`src/fog_params.svh`:
```
`ifndef FOG_PARAMS_SVH
`define FOG_PARAMS_SVH

// Converter widths
`define FOG_ADC_W 14 // Parallel ADC bus, two's complement
`define FOG_DAC_W 16 // Parallel DAC bus to the MIOC driver

// Loop arithmetic
`define FOG_ACC_W 32 // Error, step and ramp words
`define FOG_CNT_W 16 // Half-period and settling counters
`define FOG_SHIFT_W 5 // Covers every shift of a 32-bit word

// Readout path
`define FOG_FIFO_DEPTH 4 // Records buffered toward the host
`define FOG_CREDITS 2 // Credits held right after reset

`endif

```
`src/fog_pkg.sv`:
```
`default_nettype none

`include "fog_params.svh"

package fog_pkg;

	typedef logic signed [`FOG_ADC_W-1:0] adc_sample_t; // Raw ADC sample
	typedef logic [`FOG_DAC_W-1:0] dac_code_t; // DAC code, wraps
	typedef logic signed [`FOG_ACC_W-1:0] loop_word_t; // Error, step, ramp
	typedef logic [`FOG_CNT_W-1:0] half_cnt_t; // Clocks within a half period
	typedef logic [`FOG_SHIFT_W-1:0] shift_t; // Gain shift selector

	typedef enum logic {
		MOD_HIGH, // Modulator at amp_h
		MOD_LOW // Modulator at amp_l
	} mod_phase_t;

	// Channel setup, held stable by the host while the loop runs
	typedef struct packed {
		half_cnt_t freq_cnt; // Half period in clocks
		half_cnt_t wait_cnt; // Settling clocks skipped per half
		dac_code_t amp_h; // High modulation level
		dac_code_t amp_l; // Low modulation level
		logic polarity; // 1 negates the error
		loop_word_t err_offset; // Added after polarity
		logic fb_on; // 0 selects const_step
		shift_t gain_sel_step; // Error to step gain
		loop_word_t const_step; // Open-loop step
		shift_t gain_sel_ramp; // Step to ramp gain
	} fog_cfg_t;

	typedef struct packed {
		loop_word_t step; // Rate step after update
		loop_word_t err; // Error that produced it
	} rate_rec_t;

endpackage

`default_nettype wire

```
`src/fog_loop_ctrl.sv`:
```
`timescale 1ns/1ns
`default_nettype none

module fog_loop_ctrl (
	input wire i_clock_adc,
	input wire i_reset,
	input wire fog_pkg::fog_cfg_t i_cfg,
	output fog_pkg::mod_phase_t o_phase,
	output logic o_in_window,
	output logic o_period_end
);

	fog_pkg::half_cnt_t idx_q; // Clock index inside current half
	fog_pkg::half_cnt_t last_idx; // freq_cnt - 1
	fog_pkg::mod_phase_t phase_nxt;
	logic half_end; // Last clock of this half

	assign last_idx = i_cfg.freq_cnt - 1'b1; // Wraps for freq_cnt of 0
	assign half_end = (idx_q == last_idx);

	// Square-wave FSM, toggles at each half boundary
	always_comb begin
		phase_nxt = o_phase; // Hold inside the half
		if (half_end) begin
			case (o_phase)
				fog_pkg::MOD_HIGH: phase_nxt = fog_pkg::MOD_LOW;
				default: phase_nxt = fog_pkg::MOD_HIGH;
			endcase
		end
	end

	always_ff @(posedge i_clock_adc) begin
		if (i_reset) begin
			idx_q <= '0; // First clock after reset is index 0
			o_phase <= fog_pkg::MOD_HIGH; // Period opens on the high half
		end else begin
			o_phase <= phase_nxt;
			if (half_end) begin
				idx_q <= '0; // Restart for the next half
			end else begin
				idx_q <= idx_q + 1'b1;
			end
		end
	end

	// Samples before wait_cnt are still settling after the step
	assign o_in_window = (idx_q >= i_cfg.wait_cnt);

	// One strobe per period, on the final low-half clock
	assign o_period_end = half_end && (o_phase == fog_pkg::MOD_LOW);

endmodule

`default_nettype wire

```
`src/fog_demod.sv`:
```
`timescale 1ns/1ns
`default_nettype none

module fog_demod (
	input wire i_clock_adc,
	input wire i_reset,
	input wire fog_pkg::fog_cfg_t i_cfg,
	input wire fog_pkg::adc_sample_t i_adc,
	input wire fog_pkg::mod_phase_t i_phase,
	input wire i_in_window,
	input wire i_period_end,
	output fog_pkg::loop_word_t o_err,
	output logic o_err_valid
);

	fog_pkg::loop_word_t sample; // Sign-extended ADC value
	fog_pkg::loop_word_t add_h; // Contribution to high sum
	fog_pkg::loop_word_t add_l; // Contribution to low sum
	fog_pkg::loop_word_t acc_h_q; // High-half running sum
	fog_pkg::loop_word_t acc_l_q; // Low-half running sum
	fog_pkg::loop_word_t low_sum; // Low sum including this clock
	fog_pkg::loop_word_t diff; // High minus low
	fog_pkg::loop_word_t err_nxt; // Polarity and offset applied

	assign sample = fog_pkg::loop_word_t'(i_adc); // Signed cast extends sign
	assign add_h = (i_in_window && i_phase == fog_pkg::MOD_HIGH) ? sample : '0;
	assign add_l = (i_in_window && i_phase == fog_pkg::MOD_LOW) ? sample : '0;

	// Period end falls in the low half, so its sample joins the low sum
	assign low_sum = acc_l_q + add_l;
	assign diff = acc_h_q - low_sum;
	assign err_nxt = (i_cfg.polarity ? -diff : diff) + i_cfg.err_offset;

	always_ff @(posedge i_clock_adc) begin
		if (i_reset) begin
			acc_h_q <= '0;
			acc_l_q <= '0;
			o_err_valid <= 1'b0;
		end else begin
			o_err_valid <= i_period_end; // One clock behind the strobe
			if (i_period_end) begin
				acc_h_q <= '0; // Fresh sums for the next period
				acc_l_q <= '0;
			end else begin
				acc_h_q <= acc_h_q + add_h;
				acc_l_q <= acc_l_q + add_l;
			end
		end
	end

	// Error word, only meaningful with o_err_valid
	always_ff @(posedge i_clock_adc) begin
		if (i_period_end) begin
			o_err <= err_nxt;
		end
	end

endmodule

`default_nettype wire

```
`src/fog_feedback.sv`:
```
`timescale 1ns/1ns
`default_nettype none

`include "fog_params.svh"

module fog_feedback (
	input wire i_clock_adc,
	input wire i_reset,
	input wire fog_pkg::fog_cfg_t i_cfg,
	input wire fog_pkg::mod_phase_t i_phase,
	input wire fog_pkg::loop_word_t i_err,
	input wire i_err_valid,
	output fog_pkg::dac_code_t o_dac,
	output fog_pkg::rate_rec_t o_rec,
	output logic o_rec_valid
);

	fog_pkg::loop_word_t step_q; // Integrated rate step
	fog_pkg::loop_word_t ramp_q; // Serrodyne phase ramp
	fog_pkg::loop_word_t step_nxt;
	fog_pkg::loop_word_t ramp_nxt;
	fog_pkg::dac_code_t amp_sel; // Level of the current half

	// Closed loop integrates the scaled error, open loop forces a fixed step
	always_comb begin
		if (i_cfg.fb_on) begin
			step_nxt = step_q + (i_err >>> i_cfg.gain_sel_step); // Arithmetic shift
		end else begin
			step_nxt = i_cfg.const_step;
		end
		ramp_nxt = ramp_q + (step_nxt >>> i_cfg.gain_sel_ramp); // Uses new step
	end

	assign amp_sel = (i_phase == fog_pkg::MOD_HIGH) ? i_cfg.amp_h : i_cfg.amp_l;

	always_ff @(posedge i_clock_adc) begin
		if (i_reset) begin
			step_q <= '0;
			ramp_q <= '0;
			o_rec_valid <= 1'b0;
		end else begin
			o_rec_valid <= i_err_valid; // One record per error
			if (i_err_valid) begin
				step_q <= step_nxt;
				ramp_q <= ramp_nxt; // Ramp overflow wraps like 2pi reset
			end
		end
	end

	always_ff @(posedge i_clock_adc) begin
		// Ramp low bits plus modulation, modulo DAC range
		o_dac <= ramp_q[`FOG_DAC_W-1:0] + amp_sel;
		if (i_err_valid) begin
			o_rec.step <= step_nxt;
			o_rec.err <= i_err;
		end
	end

endmodule

`default_nettype wire

```
`src/fog_rate_out.sv`:
```
`timescale 1ns/1ns
`default_nettype none

`include "fog_params.svh"

module fog_rate_out (
	input wire i_clock_adc,
	input wire i_reset,
	input wire fog_pkg::rate_rec_t i_rec,
	input wire i_rec_valid,
	input wire i_credit,
	output fog_pkg::rate_rec_t o_rate,
	output logic o_rate_valid,
	output logic o_overflow
);

	localparam int PTR_W = (`FOG_FIFO_DEPTH > 1) ? $clog2(`FOG_FIFO_DEPTH) : 1;
	localparam int CNT_W = $clog2(`FOG_FIFO_DEPTH + 1);
	localparam int CRED_W = $clog2(`FOG_CREDITS + 1);

	fog_pkg::rate_rec_t mem [`FOG_FIFO_DEPTH]; // Record storage
	logic [PTR_W-1:0] wr_ptr;
	logic [PTR_W-1:0] rd_ptr;
	logic [CNT_W-1:0] fill; // Records held
	logic [CRED_W-1:0] credit_cnt; // Credits granted by the host
	logic full;
	logic push;
	logic pop;

	// Pointer advance with wrap for any depth
	function automatic logic [PTR_W-1:0] ptr_inc(input logic [PTR_W-1:0] ptr);
		if (ptr == PTR_W'(`FOG_FIFO_DEPTH - 1)) begin
			return '0;
		end
		return ptr + 1'b1;
	endfunction

	assign full = (fill == CNT_W'(`FOG_FIFO_DEPTH));
	assign push = i_rec_valid && !full; // Drop when full
	assign o_rate_valid = (fill != '0) && (credit_cnt != '0); // Needs data and credit
	assign pop = o_rate_valid; // Host takes every shown record
	assign o_rate = mem[rd_ptr]; // Head of FIFO

	always_ff @(posedge i_clock_adc) begin
		if (i_reset) begin
			wr_ptr <= '0;
			rd_ptr <= '0;
			fill <= '0;
			credit_cnt <= CRED_W'(`FOG_CREDITS); // Full credit pool
			o_overflow <= 1'b0;
		end else begin
			if (push) begin
				wr_ptr <= ptr_inc(wr_ptr);
			end
			if (pop) begin
				rd_ptr <= ptr_inc(rd_ptr);
			end
			case ({push, pop})
				2'b10: fill <= fill + 1'b1;
				2'b01: fill <= fill - 1'b1;
				default: fill <= fill; // Both or neither
			endcase
			// Returned credit and spent credit cancel out
			if (i_credit && !pop && credit_cnt != CRED_W'(`FOG_CREDITS)) begin
				credit_cnt <= credit_cnt + 1'b1;
			end else if (pop && !i_credit) begin
				credit_cnt <= credit_cnt - 1'b1;
			end
			if (i_rec_valid && full) begin
				o_overflow <= 1'b1; // Sticky until reset
			end
		end
	end

	always_ff @(posedge i_clock_adc) begin
		if (push) begin
			mem[wr_ptr] <= i_rec;
		end
	end

endmodule

`default_nettype wire

```
`src/fog_top.sv`:
```
`timescale 1ns/1ns
`default_nettype none

module fog_top (
	input wire i_clock_adc,
	input wire i_reset,
	input wire fog_pkg::fog_cfg_t i_cfg,
	input wire fog_pkg::adc_sample_t i_adc,
	input wire i_credit,
	output fog_pkg::dac_code_t o_dac,
	output fog_pkg::rate_rec_t o_rate,
	output logic o_rate_valid,
	output logic o_overflow
);

	fog_pkg::mod_phase_t phase; // Current modulation half
	logic in_window; // Settled part of the half
	logic period_end; // Last clock of a period
	fog_pkg::loop_word_t err;
	logic err_valid;
	fog_pkg::rate_rec_t rec;
	logic rec_valid;

	fog_loop_ctrl u_loop_ctrl (
		.i_clock_adc(i_clock_adc),
		.i_reset(i_reset),
		.i_cfg(i_cfg),
		.o_phase(phase),
		.o_in_window(in_window),
		.o_period_end(period_end)
	);

	fog_demod u_demod (
		.i_clock_adc(i_clock_adc),
		.i_reset(i_reset),
		.i_cfg(i_cfg),
		.i_adc(i_adc),
		.i_phase(phase),
		.i_in_window(in_window),
		.i_period_end(period_end),
		.o_err(err),
		.o_err_valid(err_valid)
	);

	fog_feedback u_feedback (
		.i_clock_adc(i_clock_adc),
		.i_reset(i_reset),
		.i_cfg(i_cfg),
		.i_phase(phase),
		.i_err(err),
		.i_err_valid(err_valid),
		.o_dac(o_dac), // Straight to the MIOC DAC
		.o_rec(rec),
		.o_rec_valid(rec_valid)
	);

	fog_rate_out u_rate_out (
		.i_clock_adc(i_clock_adc),
		.i_reset(i_reset),
		.i_rec(rec),
		.i_rec_valid(rec_valid),
		.i_credit(i_credit),
		.o_rate(o_rate),
		.o_rate_valid(o_rate_valid),
		.o_overflow(o_overflow)
	);

endmodule

`default_nettype wire

```
`config.mk`:
```
export PLATFORM = sky130hd
export DESIGN_NAME = fog_top
export DESIGN_NICKNAME = d
export VERILOG_FILES = /design/src/fog_pkg.sv /design/src/fog_loop_ctrl.sv /design/src/fog_demod.sv /design/src/fog_feedback.sv /design/src/fog_rate_out.sv /design/src/fog_top.sv
export VERILOG_INCLUDE_DIRS = /design/src
export SDC_FILE = /design/constraint.sdc
export NUM_CORES = 1
export LEC_CHECK = 0
export ABC_AREA = 1
export BUFFER_PORTS_ARGS = -buffer_cell sky130_fd_sc_hd__buf_4
export CAP_MARGIN = 0
export CORE_MARGIN = 2
export CORE_UTILIZATION = 55
export DETAILED_ROUTE_END_ITERATION = 10
export HOLD_SLACK_MARGIN = 0.12
export PLACE_DENSITY = 0.72
export SYNTH_ARGS = -nofsm -noshare
export SYNTH_HDL_FRONTEND = slang
export SYNTH_SLANG_ARGS = --single-unit
```
`constraint.sdc`:
```
create_clock -name i_clock_adc -period 9.6 [get_ports i_clock_adc]
set_clock_uncertainty 0.2 [all_clocks]
set_input_delay 0.96 -clock i_clock_adc [delete_from_list [all_inputs] [get_ports i_clock_adc]]
set_output_delay 0.96 -clock i_clock_adc [all_outputs]
set_load 0.02 [all_outputs]
```
# [Word-level counts from Yosys, hierarchy flattened]
# Memory sizes are Yosys's and may differ from the RTL's. A register that Yosys moved wholly into a read port is not among the register bits.
# Index checks and enable logic that the tools add are counted.
[totals] ff_bits=269 latchBits=0 ram_bits=256 mem_bits_ro=0 word_cells=86 n_memories=1
[mem_list] name="u_rate_out.mem" words=4 width=64 read_ports=1 rd_clocked_by_memory_dff=1 write_ports=1 line_no="fog_rate_out.sv:21" text="fog_pkg::rate_rec_t mem [`FOG_FIFO_DEPTH];"
[op_classes] n_addsub=16 n_mul=0 n_div=0 magnitude_cmp=1 n_eq_ne=7 shift=2 mux=23 n_bitwise=1 reduce_logical=18
[ops] operator="$add 32x32->32" count=5
[ops] operator="$mux 32" count=4
[ops] operator="$sshr 32x5->32" count=2
[ops] operator="$neg 32->32" count=1
[ops] operator="$sub 32x32->32" count=1
[ops] operator="$add 16x1->16 const B" count=1
[ops] operator="$add 16x16->16" count=1
[ops] operator="$eq 16x16->1" count=1
[ops] operator="$ge 16x16->1" count=1
[ops] operator="$mux 16" count=1
[ops] operator="$mux 2" count=8
[ops] operator="$sub 16x1->16 const B" count=1
[ops] operator="$logic_and 1x1->1" count=9
[ops] operator="$mux 1" count=9
[ops] operator="$add 2x1->2 const B" count=3
[ops] operator="$eq 2x2->1 const B" count=3
[ops] operator="$pmux 3 s2" count=1
[ops] operator="$reduce_bool 2->1" count=3
[ops] operator="$reduce_or 2->1" count=2
[ops] operator="$add 3x1->3 const B" count=1
[ops] operator="$eq 3x3->1 const B" count=1
[ops] operator="$logic_not 1->1" count=3
[ops] operator="$reduce_bool 3->1" count=1
[ops] operator="$sub 3x1->3 const B" count=1
[ops] operator="4 further kinds" count=4

# [Logic depth before layout (Yosys ltp)]
[logic_depth] word_depth=8 ltp_mapped=54 depth_no_buf=53

# [Cells and area by module]
# From an unflattened synthesis, not the netlist that was laid out.
[hier_totals] hier_cells=4473 hier_area_um2=34272.9
[modules_own_cells] module="fog_feedback" n_inst=1 cells_each=1750 area_each_um2=11335.9
[modules_own_cells] module="fog_demod" n_inst=1 cells_each=1702 area_each_um2=10832.9
[modules_own_cells] module="fog_rate_out" n_inst=1 cells_each=711 area_each_um2=10182.3
[modules_own_cells] module="fog_loop_ctrl" n_inst=1 cells_each=310 area_each_um2=1921.8

# [Worst setup path after synthesis]
# No wires, ideal clock.
[synth_timing] path_type="input -> register" from="in i_cfg[111] in the netlist's numbering" to="reg u_demod.o_err[30], data pin" setup_time_ps=258 arrival_ps=6835 t_required_ps=9142 setup_slack_ps=2307 cell_stages=49 path_cell_list="inv_1 > ha_1 > a21oi_1 > o21ai_0 > nand2_1 > o211ai_1 > nand2_1 > nand3_1 > nand2_1 > clkbuf_1 > nor2_1 > ha_1 > fa_1 > nand3_1 > nand3_2 > nand2_1 > nand2_1 > xnor2_1 > (+13 left out) > nor2_2 > nor2_1 > xor2_1 > inv_1 > ha_1 > a21oi_1 > inv_1 > a21oi_1 > nor2_1 > nor2_1 > nor2_1 > a211oi_1 > o21ai_1 > nand2_1 > nand2_1 > nand2_1 > nand3_1 > xor2_1"
[synth_between] elab_chain_cells=8
[synth_lines] item="start: declaration" line_no="fog_top.sv:7" text="input wire fog_pkg::fog_cfg_t i_cfg,"
[synth_lines] item="$ge 16x16->1 *" line_no="fog_loop_ctrl.sv:47" text="assign o_in_window = (idx_q >= i_cfg.wait_cnt);"
[synth_lines] item="$logic_and 1x1->1 *" line_no="fog_demod.sv:27" text="assign add_l = (i_in_window && i_phase == fog_pkg::MOD_LOW) ? sample : '0;"
[synth_lines] item="$mux 32 *" line_no="fog_demod.sv:27"
[synth_lines] item="$add 32x32->32 *" line_no="fog_demod.sv:30" text="assign low_sum = acc_l_q + add_l;"
[synth_lines] item="$sub 32x32->32 *" line_no="fog_demod.sv:31" text="assign diff = acc_h_q - low_sum;"
[synth_lines] item="$neg 32->32" line_no="fog_demod.sv:32" text="assign err_nxt = (i_cfg.polarity ? -diff : diff) + i_cfg.err_offset;"
[synth_lines] item="$mux 32 *" line_no="fog_demod.sv:32"
[synth_lines] item="$add 32x32->32 *" line_no="fog_demod.sv:32"
[synth_lines] item="named net u_demod.err_nxt[30]" line_no="fog_demod.sv:23" text="fog_pkg::loop_word_t err_nxt;"
[synth_lines] item="end signal: assignment" line_no="fog_demod.sv:54" text="o_err <= err_nxt;"
[synth_lines] item="end: declaration" line_no="fog_demod.sv:12" text="output fog_pkg::loop_word_t o_err,"
# The timed path passes the listed nets; every way through them passes the cells marked *.
# A chain may end at the register's enable or synchronous reset.

# [Final worst setup path]
[layout_timing] from="in i_cfg[37] in the netlist's numbering" to="reg u_feedback.ramp_q[13]"
[layout_between] elab_chain_cells=5
[layout_lines] item="$sshr 32x5->32" line_no="fog_feedback.sv:27" text="step_nxt = step_q + (i_err >>> i_cfg.gain_sel_step);"
[layout_lines] item="$add 32x32->32" line_no="fog_feedback.sv:27"
[layout_lines] item="$mux 32" line_no="fog_feedback.sv:26" text="if (i_cfg.fb_on) begin"
[layout_lines] item="$sshr 32x5->32" line_no="fog_feedback.sv:31" text="ramp_nxt = ramp_q + (step_nxt >>> i_cfg.gain_sel_ramp);"
[layout_lines] item="$add 32x32->32" line_no="fog_feedback.sv:31"
[layout_lines] item="end signal: assignment" line_no="fog_feedback.sv:45" text="ramp_q <= ramp_nxt;"
[layout_lines] item="end: declaration" line_no="fog_feedback.sv:19" text="fog_pkg::loop_word_t ramp_q;"
# No other way between the ends.

==> flow_summary_export.csv <==
group,metric,value,unit
floorplanning,die_h,249,µm
drt,drt_wl_total,92800,µm
sta,min_period,8.39,ns
clock_tree,cts_buffers,53,
clock_tree,cts_tree,"done",
critical_path,slowest_stage,"clkinv_1",
sta,slew_headroom,25.1,%
place,dp_hpwl,69100,µm
clock_tree,clk_pin_slew,0.06,ns
critical_path,ff2ff_setup_slack,1.69,ns
critical_path,start_kind,"input port",
critical_path,r2r-end,"u_demod.o_err[30]$_DFFE_PP_",
critical_path,critPathArrivalTime,8.68,ns
final_layout,multi_input_area,17100,µm²
worst_hold_path,whs_path_depth,2,
grt,antenna_found_initial,2,
sta,final_hold_viol_count,0,
grt,grt_pass1_vias,26900,
critical_path,cp_slowest_stage_delay,0.46,ns
grt,grt_pass1_wl,144000,µm
sta,setup_tns,0,ns
yosys,synth_adder_area_share,8.05,%
yosys,synth_area,33100,µm²
drt,drc,0,
worst_hold_path,worstHoldStart,"u_rate_out.credit_cnt[1]$_SDFFE_PP1P_",
yosys,synth_compound_area_share,13.9,%
drt,vias,29400,
yosys,synth_top_family_by_area,"simple AND/OR/NAND/NOR gates",
clock_tree,htreeDepth,2,
final_layout,fillerInstances,5292,
yosys,ys_warn_count,0,
floorplanning,coreArea,59200,µm²
flow_run,drv_cap,0,
critical_path,critPathTopFamily,"compound AO/OA/AOI/OAI gates",
drt,via_per_inst,5.55,
yosys,syn-num-nets,4660,
clock_tree,cts_resized,0,
clock_tree,cts.sinks,511,
floorplanning,die_w,249,µm
sta,period_share,87.3,%
yosys,syn_avg_cell_area,7.70,µm²
yosys,synthArstFlopShare,0,%
worst_hold_path,min_to,"u_rate_out.credit_cnt[1]$_SDFFE_PP1P_",
grt,track_usage,29.1,%
final_layout,diodes,0,
clock_tree,ctsRootBufferMaster,"clkbuf_16",
floorplanning,start_util,55.8,%
drt,wl_per_cell,17.5,µm
outcome,outcome,"finished, final reports clean",
drt,first_pass_iters,6,
place,gp_congestion,1.00,
yosys,ys_types,58,
yosys,synth-seq-area-share,41.6,%
final_layout,area_growth,12.9,%
place,portBuffers,238,
critical_path,worst-path-buf-inv,5,
clock_tree,cts_setup_buffers,0,
final_layout,seqCellArea,13800,µm²
power_and_ir_drop,leakagePower,17.4,nW
floorplanning,die_area,62100,µm²
yosys,synth.area.mux_share,0.363,%
critical_path,critPathMaxFanout,32,
yosys,synth_ff_type,"edfxtp_1",
yosys,postSynthCellCount,4295,
grt,overflow,0,
sta,hold_ws,0.285,ns
power_and_ir_drop,power_density,161,nW/µm²
floorplanning,io_pins,239,
drt,drtIter0Drc,2553,
sta,rsz0062_at_grt,"no",
critical_path,critical_path_class,"input port to register",
critical_path,r2r-start,"u_loop_ctrl.idx_q[1]$_SDFF_PP0_",
sta,fmax,119,MHz
worst_hold_path,hold_path_class,"register to register",
sta,drv_slew,0,
clock_tree,hold_buffers,0,
final_layout,final_util,63.1,%
yosys,synth_edf_count,352,
clock_tree,clk_latency,0.62,ns
yosys,synth-xor-area-share,4.00,%
critical_path,rr_worst_depth,46,
final_layout,layout.nets,4835,
grt,grt_max_degree,93,
yosys,ys_ff_latch,511,
power_and_ir_drop,irDropWorstVdd,0.147,mV
critical_path,cp_common_cell,"nand2_1",
critical_path,cp.required,9.90,ns
sta,tightestPinTransition,1.12,ns
yosys,synthSimpleGateAreaFrac,25.1,%
clock_tree,ctsLongestPathBuffers,3,
critical_path,cp-end-kind,"register",
drt,postRouteAntennaNets,0,
final_layout,drive_gt1_share,10.3,%
sta,final-setup-viol-count,0,
floorplanning,rows,89,
-- metal layers --
layer	vias to the layer above	global-route usage, %	routed length, µm
met4	2	9.33	3050
met5	-	0	14
li1	14800	-	-
met1	13400	40.2	41700
met2	995	46.1	40700
met3	154	5.59	7380
-- cell type report --
type | count | share of cell area [%]
inverters | 477 | 4.79
repair buffers | 254 | 5.10
flip-flops and latches | 511 | 36.8
multi-input cells | 3173 | 45.7
clock buffers | 67 | 4.05
well taps | 773 | 2.59
clock inverters | 33 | 0.951
-- Yosys cell counts, drive strengths merged (20+ instances only) --
cell type | count | area [µm²]
a21oi | 245 | 1240
nand3 | 308 | 1610
nor3 | 29 | 150
dfxtp | 159 | 3180
nand2 | 1026 | 3950
xor2 | 105 | 920
o211ai | 39 | 293
xnor2 | 46 | 403
clkbuf | 114 | 428
or2 | 23 | 144
buf | 20 | 86.3
o22ai | 70 | 438
a31oi | 22 | 138
inv | 469 | 1760
ha | 200 | 2500
edfxtp | 352 | 10600
nand4 | 50 | 319
o21ai | 387 | 1940
nor2 | 509 | 1970
-- cells by family (layout without fill, tap and decap cells) --
group	count (synthesis)	count (layout)
simple gates	1968	1968
xor+xnor	151	151
fa+ha+maj	208	208
compound gates	834	834
mux	12	12
buf+inv	611	831
flops	511	511
-- stage by stage --
step | setup slack (ns) | cells | total power, W | cell area [µm²]
floorplan | 2.31 | 4295 | 0.00333 | 33100
global route | 0.543 | 5288 | 0.00627 | 37400
global placement | 0.846 | 5188 | 0.00387 | 35500
CTS | 1.44 | 5288 | 0.00605 | 37400
finish | 1.21 | 5288 | 0.00601 | 37400
detailed placement | 0.843 | 5188 | 0.00389 | 35500
-- worst reg2reg max path, delay by kind of cell (launching register included) --
kind	cells	cell delay (ns)
simple gates	26	2.93
fa+ha+maj	5	1.76
compound gates	9	1.22
xor+xnor	4	0.96
flops	1	0.44
buf+inv	2	0.12
-- worst max-delay path by stage --
stage | start | end | cells past startpoint
CTS | i_cfg[37] | u_feedback.ramp_q[13]$_SDFFE_PP0P_ | 44
global placement | i_cfg[37] | u_feedback.ramp_q[14]$_SDFFE_PP0P_ | 45
floorplan | i_cfg[111] | u_demod.o_err[30]$_DFFE_PP_ | 49
finish | i_cfg[37] | u_feedback.ramp_q[13]$_SDFFE_PP0P_ | 44
global route | i_cfg[37] | u_feedback.ramp_q[13]$_SDFFE_PP0P_ | 45
detailed placement | i_cfg[37] | u_feedback.ramp_q[13]$_SDFFE_PP0P_ | 44
-- registers in the layout, summed over array words and instances, names as in the netlist, named ones only --
register and flops:
u_rate_out.rd_ptr 2, u_demod.acc_l_q 32, u_demod.o_err 32, u_feedback.o_dac 16
u_feedback.step_q 32, u_rate_out.o_overflow 1, u_feedback.o_rec_valid 1, u_demod.o_err_valid 1
u_rate_out.fill 3, u_rate_out.wr_ptr 2, u_loop_ctrl.idx_q 16, u_demod.acc_h_q 32
u_feedback.ramp_q 16, u_feedback.o_rec 64, u_rate_out.credit_cnt 2, u_rate_out.mem 256
u_loop_ctrl.o_phase 1
-- layout by cell type (no fill, tap or decap), types with 13 or more instances in the layout --
cell	synthesis	layout
nor2_2	19	19
nand4_1	49	49
xor2_1	105	105
o22ai_1	70	70
edfxtp_1	352	352
clkbuf_16	0	57
buf_4	1	254
clkinv_1	8	13
o21ai_0	377	377
nor2_1	488	483
dfxtp_1	159	156
o211ai_1	39	39
nand2_2	40	40
a21oi_1	240	240
a31oi_1	22	22
nand2_1	986	986
ha_1	200	200
nand3_2	14	14
nand3_1	294	294
nor3_1	28	28
xnor2_1	46	46
or2_2	21	21
inv_1	462	461
-- where the power goes --
group          internal (W)  switching, W
clock               0.00126      0.000909
combinational      0.000502      0.000932
sequential          0.00235     0.0000485
total               0.00412       0.00189
Note: power is estimated with default switching activity, not from simulation.
